### config.mk
export PLATFORM = sky130hd
export DESIGN_NAME = pacmanTop
export DESIGN_NICKNAME = d
export VERILOG_FILES = /design/src/source/gamePkg.sv /design/src/source/displayPkg.sv /design/src/source/playfieldIf.sv /design/src/source/keyDecode.sv /design/src/source/pacMotion.sv /design/src/source/ghostChase.sv /design/src/source/pelletTracker.sv /design/src/source/gameStatus.sv /design/src/source/positionHex.sv /design/src/source/pacmanTop.sv
export SDC_FILE = /design/constraint.sdc
export NUM_CORES = 1
export LEC_CHECK = 0
export ABC_AREA = 1
export BUFFER_PORTS_ARGS = -buffer_cell sky130_fd_sc_hd__buf_2
export CORE_ASPECT_RATIO = 0.8
export CORE_UTILIZATION = 32
export DETAILED_ROUTE_END_ITERATION = 8
export MAX_ROUTING_LAYER = met4
export PLACE_DENSITY = 0.59
export SYNTH_ARGS = -nofsm -noshare
export SYNTH_HDL_FRONTEND = slang
export SYNTH_HIERARCHICAL = 1
export SYNTH_SLANG_ARGS = --single-unit
### constraint.sdc
create_clock -name frameClk -period 6.3 [get_ports frameClk]
set_input_delay 1.575 -clock frameClk [delete_from_list [all_inputs] [get_ports frameClk]]
set_output_delay 1.575 -clock frameClk [all_outputs]
set_load 0.005 [all_outputs]
### src/source/gamePkg.sv
/*
 * game types and constants
 * coordinate type, direction and status enums
 * movement keycodes, playfield bounds, start positions
 * pellet table and a distance helper
 */
package gamePkg;

	typedef logic [9:0] coordT; // screen pixel coordinate

	typedef enum logic [2:0] {
		dirNone,
		dirUp,
		dirDown,
		dirLeft,
		dirRight
	} dirT;

	typedef enum logic [1:0] {
		stPlaying,
		stWon,
		stLost
	} statusT;

	// usb hid usage ids
	localparam logic [7:0] KeyW = 8'h1A;
	localparam logic [7:0] KeyA = 8'h04;
	localparam logic [7:0] KeyS = 8'h16;
	localparam logic [7:0] KeyD = 8'h07;

	localparam coordT XMin = 10'd8;
	localparam coordT XMax = 10'd631;
	localparam coordT YMin = 10'd8;
	localparam coordT YMax = 10'd471;

	localparam coordT PacStartX = 10'd320;
	localparam coordT PacStartY = 10'd240;
	localparam coordT GhostStartX = 10'd40; // top left corner of the maze
	localparam coordT GhostStartY = 10'd40;

	localparam int NumPellets = 8;
	localparam coordT PelletX [NumPellets] = '{10'd222, 10'd418, 10'd38, 10'd282,
		10'd282, 10'd354, 10'd102, 10'd530};
	localparam coordT PelletY [NumPellets] = '{10'd32, 10'd32, 10'd78, 10'd78,
		10'd132, 10'd132, 10'd128, 10'd128};

	// unsigned distance between two coordinates
	function automatic coordT absDiff(input coordT a, input coordT b);
		return (a > b) ? a - b : b - a;
	endfunction

endpackage

### src/source/displayPkg.sv
/*
 * seven-segment display definitions
 * segment pattern type and hex digit lookup table
 */
package displayPkg;

	// bit 6 is segment g, bit 0 is segment a, active low
	typedef logic [6:0] segT;

	localparam segT HexSeg [16] = '{
		7'b1000000, // 0
		7'b1111001, // 1
		7'b0100100, // 2
		7'b0110000, // 3
		7'b0011001, // 4
		7'b0010010, // 5
		7'b0000010, // 6
		7'b1111000, // 7
		7'b0000000, // 8
		7'b0010000, // 9
		7'b0001000, // A
		7'b0000011, // b
		7'b1000110, // C
		7'b0100001, // d
		7'b0000110, // E
		7'b0001110  // F
	};

endpackage

### src/source/playfieldIf.sv
/*
 * playfield interface
 * player position, decoded direction and freeze level
 */
`timescale 1ns/1ns

interface playfieldIf import gamePkg::*; ();

	coordT pacX;
	coordT pacY;
	dirT dir;
	logic stop; // high once the game is decided

	modport decoder (output dir);
	modport mover (output pacX, output pacY, input dir, input stop);
	modport judge (output stop);
	modport observer (input pacX, input pacY, input stop);

endinterface

### src/source/keyDecode.sv
/*
 * keycode decoder
 * registers a movement direction from the usb keycode
 */
`timescale 1ns/1ns

module keyDecode import gamePkg::*; (
	input logic frameClk,
	input logic arstN,
	input logic [7:0] keycode,
	playfieldIf.decoder field
);

	dirT keyDir;
	logic keyHit; // keycode is one of the movement keys

	always_comb begin
		keyHit = 1'b1;
		case (keycode)
			KeyW: keyDir = dirUp;
			KeyS: keyDir = dirDown;
			KeyA: keyDir = dirLeft;
			KeyD: keyDir = dirRight;
			default: begin
				keyDir = dirNone;
				keyHit = 1'b0;
			end
		endcase
	end

	// a released key reads as zero, so the last direction stays
	always_ff @(posedge frameClk or negedge arstN) begin
		if (!arstN) begin
			field.dir <= dirNone;
		end else if (keyHit) begin
			field.dir <= keyDir;
		end
	end

endmodule

### src/source/pacMotion.sv
/*
 * player motion
 * one step per frame in the decoded direction
 * position clamped to the playfield bounds
 */
`timescale 1ns/1ns

module pacMotion import gamePkg::*; #(
	parameter int PacStep = 2
) (
	input logic frameClk,
	input logic arstN,
	playfieldIf.mover field
);

	localparam logic signed [11:0] Step = 12'(PacStep);

	logic signed [11:0] wideX; // room for sign and overflow
	logic signed [11:0] wideY;
	coordT nextX;
	coordT nextY;

	function automatic coordT clampTo(input logic signed [11:0] v, input coordT lo,
		input coordT hi);
		if (v < $signed({2'b00, lo})) begin
			return lo;
		end
		if (v > $signed({2'b00, hi})) begin
			return hi;
		end
		return v[9:0];
	endfunction

	always_comb begin
		wideX = $signed({2'b00, field.pacX});
		wideY = $signed({2'b00, field.pacY});
		case (field.dir)
			dirUp: wideY = wideY - Step; // screen y grows downward
			dirDown: wideY = wideY + Step;
			dirLeft: wideX = wideX - Step;
			dirRight: wideX = wideX + Step;
			default: ;
		endcase
		nextX = clampTo(wideX, XMin, XMax);
		nextY = clampTo(wideY, YMin, YMax);
	end

	always_ff @(posedge frameClk or negedge arstN) begin
		if (!arstN) begin
			field.pacX <= PacStartX;
			field.pacY <= PacStartY;
		end else if (!field.stop) begin
			field.pacX <= nextX;
			field.pacY <= nextY;
		end
	end

	pacInBounds: assert property (@(posedge frameClk) disable iff (!arstN)
		field.pacX >= XMin && field.pacX <= XMax && field.pacY >= YMin && field.pacY <= YMax);

endmodule

### src/source/ghostChase.sv
/*
 * chasing ghost
 * pacing counter, x-first pursuit of the player
 * registered contact flag
 */
`timescale 1ns/1ns

module ghostChase import gamePkg::*; #(
	parameter int GhostStep = 2,
	parameter int GhostPeriod = 4,
	parameter int HitRadius = 8
) (
	input logic frameClk,
	input logic arstN,
	playfieldIf.observer field,
	output logic collide
);

	localparam int CntW = (GhostPeriod > 1) ? $clog2(GhostPeriod) : 1;
	localparam logic [CntW-1:0] CntLast = CntW'(GhostPeriod - 1);
	localparam coordT Step = coordT'(GhostStep);
	localparam coordT Radius = coordT'(HitRadius);

	coordT ghostX;
	coordT ghostY;
	coordT distX;
	coordT distY;
	coordT moveX;
	coordT moveY;
	logic [CntW-1:0] paceCnt;
	logic moveNow;

	assign distX = absDiff(ghostX, field.pacX);
	assign distY = absDiff(ghostY, field.pacY);
	assign moveX = (distX < Step) ? distX : Step; // never overshoot
	assign moveY = (distY < Step) ? distY : Step;
	assign moveNow = (paceCnt == CntLast) && !field.stop;

	// ============================
	// pacing
	always_ff @(posedge frameClk or negedge arstN) begin
		if (!arstN) begin
			paceCnt <= '0;
		end else if (!field.stop) begin
			paceCnt <= (paceCnt == CntLast) ? '0 : paceCnt + 1'b1;
		end
	end

	// ============================
	// pursuit closes x before y
	always_ff @(posedge frameClk or negedge arstN) begin
		if (!arstN) begin
			ghostX <= GhostStartX;
			ghostY <= GhostStartY;
		end else if (moveNow) begin
			if (distX != '0) begin
				ghostX <= (field.pacX > ghostX) ? ghostX + moveX : ghostX - moveX;
			end else begin
				ghostY <= (field.pacY > ghostY) ? ghostY + moveY : ghostY - moveY;
			end
		end
	end

	always_ff @(posedge frameClk or negedge arstN) begin
		if (!arstN) begin
			collide <= 1'b0;
		end else begin
			collide <= (distX < Radius) && (distY < Radius); // box overlap
		end
	end

	paceInRange: assert property (@(posedge frameClk) disable iff (!arstN)
		paceCnt < GhostPeriod);

endmodule

### src/source/pelletTracker.sv
/*
 * pellet tracker
 * compares the player against the pellet table
 * sticky eaten flag per pellet
 */
`timescale 1ns/1ns

module pelletTracker import gamePkg::*; #(
	parameter int HitRadius = 8
) (
	input logic frameClk,
	input logic arstN,
	playfieldIf.observer field,
	output logic [NumPellets-1:0] eaten
);

	localparam coordT Radius = coordT'(HitRadius);

	logic [NumPellets-1:0] touch; // player over pellet this frame

	always_comb begin
		for (int i = 0; i < NumPellets; i++) begin
			touch[i] = (absDiff(field.pacX, PelletX[i]) < Radius) &&
				(absDiff(field.pacY, PelletY[i]) < Radius);
		end
	end

	// once eaten, a pellet stays gone
	always_ff @(posedge frameClk or negedge arstN) begin
		if (!arstN) begin
			eaten <= '0;
		end else begin
			eaten <= eaten | touch;
		end
	end

endmodule

### src/source/gameStatus.sv
/*
 * game status
 * playing, won and lost state register
 * win, lose and freeze decode
 */
`timescale 1ns/1ns

module gameStatus import gamePkg::*; (
	input logic frameClk,
	input logic arstN,
	input logic collide,
	input logic [NumPellets-1:0] eaten,
	playfieldIf.judge field,
	output logic win,
	output logic lose
);

	statusT state;
	statusT stateNext;

	always_comb begin
		stateNext = state;
		if (state == stPlaying) begin
			if (&eaten) stateNext = stWon; // clearing the board beats a late hit
			else if (collide) stateNext = stLost;
		end
	end

	always_ff @(posedge frameClk or negedge arstN) begin
		if (!arstN) state <= stPlaying;
		else state <= stateNext;
	end

	assign field.stop = (state != stPlaying);
	assign win = (state == stWon);
	assign lose = (state == stLost);

	resultHeld: assert property (@(posedge frameClk) disable iff (!arstN)
		state != stPlaying |=> $stable(state));

endmodule

### src/source/positionHex.sv
/*
 * position readout
 * player x and y as six hex digits on seven-segment displays
 */
`timescale 1ns/1ns

module positionHex import displayPkg::*; (
	playfieldIf.observer field,
	output segT hex0,
	output segT hex1,
	output segT hex2,
	output segT hex3,
	output segT hex4,
	output segT hex5
);

	// x on the left group
	assign hex5 = HexSeg[{2'b00, field.pacX[9:8]}]; // top two bits only
	assign hex4 = HexSeg[field.pacX[7:4]];
	assign hex3 = HexSeg[field.pacX[3:0]];

	// y on the right group
	assign hex2 = HexSeg[{2'b00, field.pacY[9:8]}];
	assign hex1 = HexSeg[field.pacY[7:4]];
	assign hex0 = HexSeg[field.pacY[3:0]];

endmodule

### src/source/pacmanTop.sv
/*
 * maze chase game top level
 * keycode in, player position, pellets, result and hex digits out
 */
`timescale 1ns/1ns

module pacmanTop #(
	parameter int PacStep = 2,
	parameter int GhostStep = 2,
	parameter int GhostPeriod = 4,
	parameter int HitRadius = 8
) (
	input logic frameClk,
	input logic arstN,
	input logic [7:0] keycode,
	output logic [9:0] pacX,
	output logic [9:0] pacY,
	output logic [7:0] eaten,
	output logic win,
	output logic lose,
	output logic [6:0] hex0,
	output logic [6:0] hex1,
	output logic [6:0] hex2,
	output logic [6:0] hex3,
	output logic [6:0] hex4,
	output logic [6:0] hex5
);

	playfieldIf field ();
	logic collide; // ghost on player

	assign pacX = field.pacX;
	assign pacY = field.pacY;

	// ============================
	// player
	keyDecode uKeyDecode (.frameClk, .arstN, .keycode, .field(field.decoder));

	pacMotion #(.PacStep(PacStep)) uPacMotion (.frameClk, .arstN, .field(field.mover));

	// ============================
	// opponents and scoring
	ghostChase #(
		.GhostStep(GhostStep),
		.GhostPeriod(GhostPeriod),
		.HitRadius(HitRadius)
	) uGhostChase (.frameClk, .arstN, .field(field.observer), .collide);

	pelletTracker #(.HitRadius(HitRadius)) uPelletTracker (
		.frameClk, .arstN, .field(field.observer), .eaten);

	gameStatus uGameStatus (.frameClk, .arstN, .collide, .eaten, .field(field.judge),
		.win, .lose);

	// ============================
	// display
	positionHex uPositionHex (.field(field.observer), .hex0, .hex1, .hex2, .hex3,
		.hex4, .hex5);

endmodule

==> results of run 1 <==
synthesized netlist by cell type, types with 4 or more instances:
cell type,number
nand2_2,19
nor2_4,9
nor3_1,8
nand3b_1,9
buf_4,15
buf_6,8
dfrtp_1,46
inv_1,269
or2_2,15
xnor2_1,5
nand2_1,691
ha_1,104
o21ai_0,60
inv_2,14
nand4_1,32
nand3_1,213
dfstp_2,10
nor2_1,175
o21ai_2,4
nand3_2,12
clkbuf_1,4
nor2_2,14
a21oi_1,55
buf_2,18
o21ai_1,10
xor2_1,33
fa_1,6
kinds of logic (layout without fill, tap and decap cells):
kind of cell               Yosys count  count (layout)
AOI/OAI and AO/OA                  150             150
DFF                                 56              56
xor gates and xnor gates            38              38
other                                1               3
and+or+nand+nor                   1213            1213
adders and majority gates          110             110
buffers and inverters              332             393
critical path, delay by kind of cell (launching register included):
family / cells / cell delay [ns]
xor gates and xnor gates: 1 / 0.15
DFF: 1 / 0.73
AOI/OAI and AO/OA: 5 / 0.61
buffers and inverters: 3 / 0.24
and+or+nand+nor: 15 / 1.89
adders and majority gates: 4 / 1.36
sequential cells by signal (all words and copies together), names as in the netlist:
signal	flops
uGameStatus/state	2
uGhostChase/paceCnt	2
uKeyDecode/field.dir	3
uGhostChase/ghostY	10
uPacMotion/field.pacY	10
uPelletTracker/eaten	8
uPacMotion/field.pacX	10
uGhostChase/collide	1
uGhostChase/ghostX	10
per-stage QoR:
stage / setup slack [ns] / instance area (sq um) / util (%)
5_1_grt: 0.680 / 11600 / 35.5
3_5_place_dp: 1.22 / 11500 / 35.0
3_3_place_gp: 1.39 / 11500 / 35.0
2_1_floorplan: 1.78 / 10700 / -
6_report: 1.20 / 11600 / 35.5
4_1_cts: 1.20 / 11600 / 35.5
power by group through the flow:
stage	Sequential [mW]	Combinational (mW)	Clock, mW
after floorplan	0.381	0.243	0
after global placement	0.380	0.320	0
after detailed placement	0.380	0.322	0
after CTS	0.373	0.324	0.304
after global routing	0.374	0.368	0.319
final	0.373	0.326	0.294
area by class of cell:
type                            instances  area (sq um)  area share [%]
Multi-Input combinational cell       1513          7900            67.9
Timing Repair Buffer                  100           553            4.76
Clock buffer                            7           133            1.14
Inverter                              285          1080            9.33
Antenna cell                            1          2.50          0.0215
Tap cell                              427           534            4.59
Sequential cell                        56          1410            12.2
Clock inverter                          1          8.76          0.0753
worst min path at each step:
stage                                               to  slack, ns                          startpoint  cells past startpoint
CTS                 uGhostChase/paceCnt[0]$_DFFE_PN0N_       0.49  uGhostChase/paceCnt[0]$_DFFE_PN0N_                      1
global route        uGhostChase/paceCnt[0]$_DFFE_PN0N_       0.52  uGhostChase/paceCnt[0]$_DFFE_PN0N_                      1
finish              uGhostChase/paceCnt[0]$_DFFE_PN0N_       0.49  uGhostChase/paceCnt[0]$_DFFE_PN0N_                      1
global placement    uGhostChase/paceCnt[0]$_DFFE_PN0N_       0.47  uGhostChase/paceCnt[0]$_DFFE_PN0N_                      1
floorplan           uGhostChase/paceCnt[0]$_DFFE_PN0N_       0.45  uGhostChase/paceCnt[0]$_DFFE_PN0N_                      1
detailed placement  uGhostChase/paceCnt[0]$_DFFE_PN0N_       0.48  uGhostChase/paceCnt[0]$_DFFE_PN0N_                      1
per-layer routing:
metal / wire [um] / up-vias / share of wire [%] / GRT usage, %
met2: 13900 / 362 / 42 / 28.8
met4: 435 / 0 / 1.3 / 4.48
met5: 0 / - / 0 / -
li1: - / 6093 / - / -
met3: 2100 / 26 / 6.3 / 2.24
met1: 16800 / 5334 / 51 / 29.0
==> results.sh, run 1 <==
export IMPL_grt_usage_pct=19.9
export IMPL_grt_max_degree=57
export IMPL_wl_um=33200
export IMPL_sw_frac_of_total_pct=37.6
export IMPL_place_inst=2381
export IMPL_status="finished with violations"
export IMPL_most_common_layout_cells="nand2_1, inv_1, nand3_1"
export IMPL_area_growth_pct=8.49
export IMPL_yosys_area_top_type="nand2_1"
export IMPL_globalRoute_totalOverflow=0
export IMPL_rr_worst_depth=28
export IMPL_dieWidth_um=207
export IMPL_cts_path_max_buffers=2
export IMPL_critPathMaxStageDelay_ns=0.73
export IMPL_synth_distinct_cells=53
export IMPL_synth_top_family_by_area="simple AND/OR/NAND/NOR gates"
export IMPL_synth_area_per_cell_sq_um=5.64
export IMPL_r2r_end="uGhostChase/ghostY[8]$_DFFE_PN0P_"
export IMPL_synth_top_cell_area_share_pct=24.2
export IMPL_synthFlopType="dfrtp_1"
export IMPL_p_comb_share_pct=32.9
export IMPL_die_h_um=166
export IMPL_drive_gt1_share_pct=11.1
export IMPL_slew_violations=0
export IMPL_path_max_fanout=16
export IMPL_cp_slowest_cell="dfrtp_1"
export IMPL_clock_skew_ns=0.00553
export IMPL_first_pass_iters=8
export IMPL_ios=82
export IMPL_max_freq_mhz=196
export IMPL_synthSimpleGateAreaFrac_pct=49.6
export IMPL_yosysSeqAreaShare_pct=13.2
export IMPL_synth_enable_flop_cells=0
export IMPL_synth_area_mux_share_pct=0
export IMPL_violations="design-rule violations"
export IMPL_syn_area_sq_mm=0.0107
export IMPL_io_buffers=79
export IMPL_p_switching_mw=0.374
export IMPL_reg2reg_from="uPacMotion/field.pacY[0]$_DFFE_PN0P_"
export IMPL_gp_congestion=0.966
export IMPL_first_iter_violations=1024
export IMPL_cp_endpoint="uGhostChase/ghostY[8]$_DFFE_PN0P_"
export IMPL_cts_resized=0
export IMPL_power_density_mw_per_mm2=85.4
export IMPL_arrival_ns=5.30
export IMPL_initial_utilization_pct=32.7
export IMPL_drv_cap=0
export IMPL_synthCells=1900
export IMPL_start_kind="register"
export IMPL_wl_per_cell_um=13.9
export IMPL_cts_hold_buf=0
export IMPL_ir_drop_uv=96.2
export IMPL_crit_path_frequent_cell="nand2_1"
export IMPL_post_cts_buffers=0
export IMPL_leakagePower_nw=6.72
export IMPL_crit_path_start="uPacMotion/field.pacY[0]$_DFFE_PN0P_"
export IMPL_synthArstFlopShare_pct=100
export IMPL_final_common_cell="nand2_1"
export IMPL_antenna_found_initial=1
export IMPL_dieArea_sq_mm=0.0342
export IMPL_yosysWarningCount=6
export IMPL_p_seq_share_pct=37.6
export IMPL_power_total_mw=0.993
export IMPL_htreeDepth=2
export IMPL_synth_adder_area_share_pct=13.3
export IMPL_tightest_slew_ns=0.985
export IMPL_dp_hpwl_um=25600
export IMPL_rows=59
export IMPL_clock_sinks=56
export IMPL_final_hold_viol_count=0
export IMPL_synth_area_top_cells="nand2_1, ha_1, dfrtp_1, nand3_1, inv_1"
export IMPL_p_clk_share_pct=29.6
export IMPL_cell_internal_pwr_mw=0.619
export IMPL_period_needed_ns=5.10
export IMPL_final_setup_tns_ns=0
export IMPL_core_area_sq_mm=0.0328
export IMPL_num_vias=11800
export IMPL_via_per_inst=4.94
export IMPL_fill_cells=3653
export IMPL_final_cells=2390
export IMPL_cts_root_buf="clkbuf_16"
export IMPL_timing_hold_ws_ns=0.488
export IMPL_route_detailed_drc=8
export IMPL_report_final_setup_viol=0
export IMPL_path_clk_slew_ns=0.08
export IMPL_cts_buffers=5
export IMPL_clk_latency_ns=0.31
export IMPL_worstHoldPathType="register to register"
export IMPL_synth_seq_cells=56
export IMPL_worstPathRequired_ns=6.50
export IMPL_reg2reg_slack_ns=1.20
export IMPL_cp_end_kind="register"
export IMPL_synth_xor_xnor_area_share_pct=3.10
export IMPL_synth_compound_area_share_pct=7.68
export IMPL_rsz0062_at_grt="false"
export IMPL_fin_crit_sh_pct=80.9
export IMPL_grt_pass1_wl_um=53600
export IMPL_cts_tree="built"
export IMPL_slew_headroom_pct=34.2
export IMPL_antenna_left=0
export IMPL_grt_pass1_vias=10600
export IMPL_nNetsFinal=2081
export IMPL_worstSetupPathType="register to register"
No activity file was read; power rests on OpenSTA's default activity.
==> run 2: changes to the inputs <==
- ABC_AREA: 1 -> 0
- PLACE_DENSITY: 0.59 -> 0.61
- clock period: 6.3 -> 4.35 ns (I/O delays scaled with it)
==> run 2 against run 1 <==
Against the previous run:
- sequential power is 50% higher
- clock skew is 0.0035 ns higher
- the flow finishes with violations (negative setup slack)
- global-route usage is 0.70 points lower
==> results.sh, run 2 <==
export IMPL_status="finished with violations"
export IMPL_violations="negative setup slack"
export IMPL_final_hold_viol_count=0
export IMPL_drv_cap=0
export IMPL_drive_gt1_share_pct=31.6
export IMPL_synth_area_top_cells="ha_1, dfrtp_1, inv_1, nor2_1, mux2i_1"
export IMPL_cts_root_buf="clkbuf_16"
export IMPL_cts_buffers=5
export IMPL_critPathMaxStageDelay_ns=0.48
export IMPL_hold_depth=1
export IMPL_final_common_cell="buf_4"
export IMPL_clk_latency_ns=0.31
export IMPL_cts_hold_buf=0
export IMPL_most_common_layout_cells="buf_4, ha_1, inv_1"
export IMPL_max_freq_mhz=196
export IMPL_htreeDepth=2
export IMPL_synth_seq_cells=56
export IMPL_reg2reg_from="uGhostChase/ghostY[0]$_DFFE_PN0P_"
export IMPL_r2r_end="uGhostChase/ghostY[9]$_DFFE_PN0P_"
export IMPL_gp_congestion=0.898
export IMPL_worstPathRequired_ns=4.56
export IMPL_clock_sinks=56
export IMPL_yosysWarningCount=6
export IMPL_grt_max_degree=48
export IMPL_cts_path_max_buffers=2
export IMPL_synth_distinct_cells=112
export IMPL_wl_um=27500
export IMPL_report_final_setup_viol=14
export IMPL_start_kind="register"
export IMPL_diodes=0
export IMPL_first_iter_violations=807
export IMPL_route_detailed_drc=0
export IMPL_via_per_inst=5.42
export IMPL_cts_tree="built"
export IMPL_dieArea_sq_mm=0.0291
export IMPL_rr_worst_depth=26
export IMPL_path_clk_slew_ns=0.08
export IMPL_rsz0062_at_grt="true"
export IMPL_synthFlopType="dfrtp_1"
export IMPL_slew_violations=0
export IMPL_nNetsFinal=1486
export IMPL_synth_area_per_cell_sq_um=7.95
export IMPL_dp_slack_ns=-0.839
export IMPL_antenna_left=0
export IMPL_grt_pass1_vias=8815
export IMPL_rows=54
export IMPL_reg2reg_slack_ns=-0.75
export IMPL_yosys_area_top_type="ha_1"
export IMPL_utilization_pct=41.8
export IMPL_synthCells=1144
export IMPL_num_vias=9385
export IMPL_antenna_found_initial=0
export IMPL_initial_utilization_pct=32.9
export IMPL_die_h_um=153
export IMPL_worstHoldPathType="register to register"
export IMPL_yosysSeqAreaShare_pct=15.5
export IMPL_synth_top_cell_area_share_pct=14.3
export IMPL_ios=82
export IMPL_wl_per_cell_um=15.9
export IMPL_core_area_sq_mm=0.0276
export IMPL_ir_drop_uv=153
export IMPL_period_needed_ns=5.10
export IMPL_path_max_fanout=3
export IMPL_worst_slack_ns=-0.745
export IMPL_dieWidth_um=191
export IMPL_io_buffers=79
export IMPL_clock_skew_ns=0.00903
export IMPL_cp_slowest_cell="mux4_2"
export IMPL_dp_hpwl_um=20500
export IMPL_first_pass_iters=5
export IMPL_grt_pass1_wl_um=45000
export IMPL_fin_crit_sh_pct=117
export IMPL_cp_end_kind="register"
export IMPL_tightest_slew_ns=0.836
export IMPL_grt_usage_pct=19.2
export IMPL_area_growth_pct=26.9
export IMPL_arrival_ns=5.30
export IMPL_globalRoute_totalOverflow=0
export IMPL_slew_headroom_pct=43.6
export IMPL_synth_most_common_cell="ha_1"
export IMPL_leakagePower_nw=5.42
export IMPL_worstSetupPathType="register to register"
export IMPL_syn_area_sq_mm=0.00910
export IMPL_power_density_mw_per_mm2=189
export IMPL_synth_enable_flop_cells=0
export IMPL_crit_path_frequent_cell="inv_2"
export IMPL_hp_start="uGhostChase/collide$_DFF_PN0_"
export IMPL_worstHoldEndpoint="uGameStatus/state[1]$_DFFE_PN0P_"
export IMPL_synth_common_cells="ha_1, inv_1, nor2_1"
export IMPL_power_total_mw=2.18
export IMPL_synthArstFlopShare_pct=100
-- run 2: layout make-up --
| cell class | count | area [sq um] |
|---|---|---|
| Timing Repair Buffer | 279 | 1910 |
| Multi-Input combinational cell | 920 | 7210 |
| Inverter | 104 | 393 |
| Sequential cell | 56 | 1420 |
| Fill cell | 2753 | 16100 |
| Clock inverter | 3 | 22.5 |
| Tap cell | 364 | 455 |
| Clock buffer | 5 | 125 |
-- run 2: worst max-delay path by stage --
| stage | startpoint | endpoint | slack, ns | cells after the start |
|---|---|---|---|---|
| after floorplan | uPacMotion/field.pacY[4]$_DFFE_PN1N_ | uGhostChase/ghostY[9]$_DFFE_PN0P_ | -0.79 | 25 |
| after CTS | uGhostChase/ghostY[0]$_DFFE_PN0P_ | uGhostChase/ghostY[9]$_DFFE_PN0P_ | -0.66 | 26 |
| final | uGhostChase/ghostY[0]$_DFFE_PN0P_ | uGhostChase/ghostY[9]$_DFFE_PN0P_ | -0.75 | 26 |
| after global routing | uGhostChase/ghostY[0]$_DFFE_PN0P_ | uGhostChase/ghostY[8]$_DFFE_PN0P_ | -0.98 | 29 |
| after detailed placement | uGhostChase/ghostY[0]$_DFFE_PN0P_ | uGhostChase/ghostY[9]$_DFFE_PN0P_ | -0.84 | 26 |
| after global placement | uGhostChase/ghostY[0]$_DFFE_PN0P_ | uGhostChase/ghostY[9]$_DFFE_PN0P_ | -0.75 | 26 |
-- run 2: metal layers --
layer / GRT usage, % / wire [um] / vias up
met5: - / 0 / -
met4: 3.66 / 297 / 0
met3: 1.49 / 1190 / 29
met2: 28.6 / 12000 / 272
met1: 28.0 / 14100 / 4451
li1: - / - / 4633
-- run 2: what timing repair did --
action	CTS	global route
endpoints found under the setup margin	15	16
gates resized for setup	27	19
pin swaps	21	19
buffers inserted	21	8
gates cloned	0	0
-- run 2: per-stage QoR --
stage	hold WS, ns	TNS [ns]	instances	area [sq um]
floorplan	0.457	-4.93	1145	9240
global placement	0.492	-5.49	1699	11000
detailed placement	0.489	-6.61	1699	11000
CTS	0.513	-5.48	1727	11400
global route	0.533	-8.96	1731	11500
finish	0.509	-5.64	1731	11500
-- run 2: report_power, final --
part,total (mW),internal [mW],switching [mW]
logic,1.19,0.513,0.676
clock network,0.432,0.217,0.215
registers,0.558,0.539,0.0189
-- run 2: logic make-up (layout without fill, tap and decap cells) --
group / Yosys count / in the layout / share of synthesized area, %
AND/OR/NAND/NOR: 394 / 394 / 24.7
AO/OA/AOI/OAI: 324 / 324 / 25.7
buffers and inverters: 169 / 391 / 8.28
adder cells (fa/ha/maj): 110 / 110 / 15.6
flip-flops: 56 / 56 / 15.5
XOR/XNOR: 49 / 49 / 4.72
multiplexers: 41 / 41 / 5.42
other: 1 / 2 / 0.0412
-- run 2: critical path: cells and delay by family (launching register included) --
| family | cells | cell delay [ns] |
|---|---|---|
| muxes | 1 | 0.48 |
| DFF | 1 | 0.39 |
| adders and majority gates | 4 | 1.00 |
| xor gates and xnor gates | 2 | 0.27 |
| AOI/OAI and AO/OA | 10 | 2.14 |
| and+or+nand+nor | 6 | 0.50 |
| buffers and inverters | 3 | 0.20 |
==> run 3: changes to the inputs <==
- SYNTH_HIERARCHICAL: 1 -> unset
==> run 3 against run 2 <==
Against the previous run:
- the run still ends with negative setup slack left
- sequential power is 1% lower
- global-route usage is 4.0 points higher
- power decreased by 38%
- maximum frequency grew 0.98%
- routed wire length grew 27%
- clock-buffer cell count increased by 2
- clock power up 20%
- combinational power decreased by 76%
- die area grew 4.6%
- sequential cell count did not move
- largest cell class unchanged
==> results.sh, run 3 <==
export IMPL_first_iter_violations=924
export IMPL_tightest_slew_ns=0.857
export IMPL_p_clk_share_pct=38.2
export IMPL_gp_congestion=0.901
export IMPL_hp_start="uGhostChase.paceCnt[1]$_DFFE_PN0P_"
export IMPL_p_switching_mw=0.402
export IMPL_crit_family="compound AO/OA/AOI/OAI gates"
export IMPL_yosysSeqAreaShare_pct=14.8
export IMPL_yosys_area_top_type="ha_1"
export IMPL_place_inst=1918
export IMPL_rows=56
export IMPL_clk_latency_ns=0.32
export IMPL_initial_utilization_pct=32.5
export IMPL_sw_frac_of_total_pct=29.6
export IMPL_worstHoldEndpoint="uGhostChase.paceCnt[1]$_DFFE_PN0P_"
export IMPL_antenna_left=0
export IMPL_grt_pass1_vias=10600
export IMPL_cts_buffers=5
export IMPL_leakagePower_nw=5.86
export IMPL_dieWidth_um=195
export IMPL_cts_hold_buf=0
export IMPL_period_needed_ns=5.05
export IMPL_synth_top_cell_area_share_pct=13.3
export IMPL_report_final_setup_viol=13
export IMPL_diodes=0
export IMPL_dp_hpwl_um=26000
export IMPL_critPathMaxStageDelay_ns=0.41
export IMPL_area_growth_pct=36.0
export IMPL_synth_distinct_cells=96
export IMPL_grt_usage_pct=23.2
export IMPL_dp_slack_ns=-0.791
export IMPL_timing_critical_path_buf_inv=2
export IMPL_worstSetupPathType="register to register"
export IMPL_dieArea_sq_mm=0.0305
export IMPL_hold_depth=2
export IMPL_crit_path_frequent_cell="a21oi_2"
export IMPL_core_area_sq_mm=0.0293
export IMPL_synth_enable_flop_cells=0
export IMPL_grt_pass1_wl_um=55700
export IMPL_fin_crit_sh_pct=116
export IMPL_synth_area_top_cells="ha_1, dfrtp_1, o21ai_0, a21oi_1, xnor2_1"
export IMPL_path_max_fanout=5
export IMPL_synth_common_cells="nand2_1, nor2_1, o21ai_0"
export IMPL_synth_seq_cells=56
export IMPL_rr_worst_depth=27
export IMPL_ir_drop_uv=153
export IMPL_wl_per_cell_um=17.7
export IMPL_num_vias=11200
export IMPL_cts_root_buf="clkbuf_16"
export IMPL_htreeDepth=2
export IMPL_via_per_inst=5.67
export IMPL_slew_violations=0
export IMPL_cts_tree="built"
export IMPL_clock_sinks=56
export IMPL_clock_skew_ns=0.0151
export IMPL_violations="negative setup slack"
export IMPL_p_seq_share_pct=40.5
export IMPL_route_detailed_drc=0
export IMPL_status="finished with violations"
export IMPL_cp_end_kind="register"
export IMPL_worst_slack_ns=-0.696
export IMPL_globalRoute_totalOverflow=0
export IMPL_slew_headroom_pct=42.6
export IMPL_nNetsFinal=1711
export IMPL_final_area_sq_mm=0.0130
export IMPL_die_h_um=156
export IMPL_power_total_mw=1.36
export IMPL_synth_most_common_cell="nand2_1"
export IMPL_final_common_cell="buf_4"
export IMPL_io_buffers=79
export IMPL_drv_cap=0
export IMPL_synthArstFlopShare_pct=100
export IMPL_synthFlopType="dfrtp_1"
export IMPL_power_density_mw_per_mm2=105
export IMPL_cp_slowest_cell="or4_1"
export IMPL_arrival_ns=5.31
export IMPL_rsz0062_at_grt="true"
export IMPL_final_cells=1972
export IMPL_ios=82
export IMPL_first_pass_iters=5
export IMPL_r2r_end="uGhostChase.ghostY[9]$_DFFE_PN0P_"
export IMPL_grt_max_degree=48
export IMPL_cts_path_max_buffers=2
export IMPL_yosysWarningCount=0
export IMPL_cell_internal_pwr_mw=0.955
export IMPL_max_freq_mhz=198
export IMPL_worstPathRequired_ns=4.61
export IMPL_worstHoldPathType="register to register"
export IMPL_reg2reg_from="uGhostChase.ghostY[0]$_DFFE_PN0P_"
export IMPL_wl_um=34900
export IMPL_synthCells=1328
export IMPL_syn_area_sq_mm=0.00952
export IMPL_drive_gt1_share_pct=32.2
export IMPL_synth_area_per_cell_sq_um=7.17
export IMPL_p_comb_share_pct=21.3
export IMPL_antenna_found_initial=0
export IMPL_most_common_layout_cells="buf_4, nand2_1, nor2_1"
export IMPL_path_clk_slew_ns=0.09
export IMPL_dpl_cell_area_sq_mm=0.0120
export IMPL_final_hold_viol_count=0
export IMPL_start_kind="register"
export IMPL_reg2reg_slack_ns=-0.70
[run 3: changes by cell type after synthesis, moves of 13 or more]
cell,change
o21ai_0,+55
a21oi_1,+53
nand2_1,+52
nor2_1,+32
clkbuf_1,+30
inv_1,-29
xnor2_1,+27
a31oi_1,+25
mux2i_1,-18
nor3_1,+18
nand3_1,+16
o21ai_1,-14
o31ai_1,+13
[run 3: cell families after synthesis]
kind of cell | after synthesis | share of synthesized area, %
AO/OA/AOI/OAI | 445 | 30.5
XOR/XNOR | 67 | 6.16
adder cells (fa/ha/maj) | 107 | 14.5
buffers and inverters | 166 | 7.20
flip-flops | 56 | 14.8
multiplexers | 17 | 2.10
other | 1 | 0.0394
AND/OR/NAND/NOR | 469 | 24.6
[run 3: power groups by stage]
| stage | registers (mW) | clock network [mW] | logic, mW |
|---|---|---|---|
| after global placement | 0.559 | 0 | 0.274 |
| after detailed placement | 0.559 | 0 | 0.276 |
| after CTS | 0.549 | 0.530 | 0.281 |
| after global routing | 0.550 | 0.552 | 0.319 |
| final | 0.550 | 0.518 | 0.289 |
| after floorplan | 0.543 | 0 | 0.197 |
[run 3: final cells by class]
type,instances,area [sq um]
clock buffer,7,153
timing repair buffer,348,2500
tap,377,472
fill,2932,16300
inverter,76,320
sequential,56,1430
clock inverter,1,30.0
multi-input combinational,1107,8050
[run 3: worst max path at each step]
stage | slack (ns) | cells after the start | from | end
after floorplan | -0.76 | 28 | uPacMotion.field.pacY[4]$_DFFE_PN1P_ | uGhostChase.ghostY[9]$_DFFE_PN0P_
after global placement | -0.64 | 28 | uPacMotion.field.pacY[0]$_DFFE_PN0P_ | uGhostChase.ghostY[9]$_DFFE_PN0P_
after detailed placement | -0.79 | 27 | uGhostChase.ghostY[0]$_DFFE_PN0P_ | uGhostChase.ghostY[9]$_DFFE_PN0P_
after CTS | -0.61 | 27 | uPacMotion.field.pacY[0]$_DFFE_PN0P_ | uGhostChase.ghostY[9]$_DFFE_PN0P_
after global routing | -0.93 | 26 | uPacMotion.field.pacY[2]$_DFFE_PN0P_ | uGhostChase.ghostY[9]$_DFFE_PN0P_
final | -0.70 | 27 | uGhostChase.ghostY[0]$_DFFE_PN0P_ | uGhostChase.ghostY[9]$_DFFE_PN0P_
[run 3: repair_timing]
item | CTS | global route
buffers inserted | 40 | 11
resized for setup | 57 | 47
pin swaps | 35 | 28
endpoints found under the setup margin | 14 | 16
[run 3: through the flow]
step	hold slack (ns)	TNS (ns)	util, %
floorplan	0.426	-2.74	-
global placement	0.466	-4.10	41.0
detailed placement	0.469	-5.72	41.0
CTS	0.488	-3.54	43.3
global route	0.517	-7.73	44.2
finish	0.487	-4.52	44.2
[run 3: worst min-delay path, cell delays in order (launching register included)]
cell and delay (ns):
dfrtp_1 0.35, nand2_1 0.05, nand2_1 0.06
[run 3: routing by layer]
| layer | vias to the layer above | global-route usage (%) | share of wire [%] |
|---|---|---|---|
| met4 | 0 | 6.11 | 1.8 |
| met2 | 424 | 34.9 | 43 |
| met5 | - | - | 0 |
| met1 | 5324 | 32.4 | 49 |
| met3 | 57 | 2.87 | 6.1 |
| li1 | 5379 | - | - |
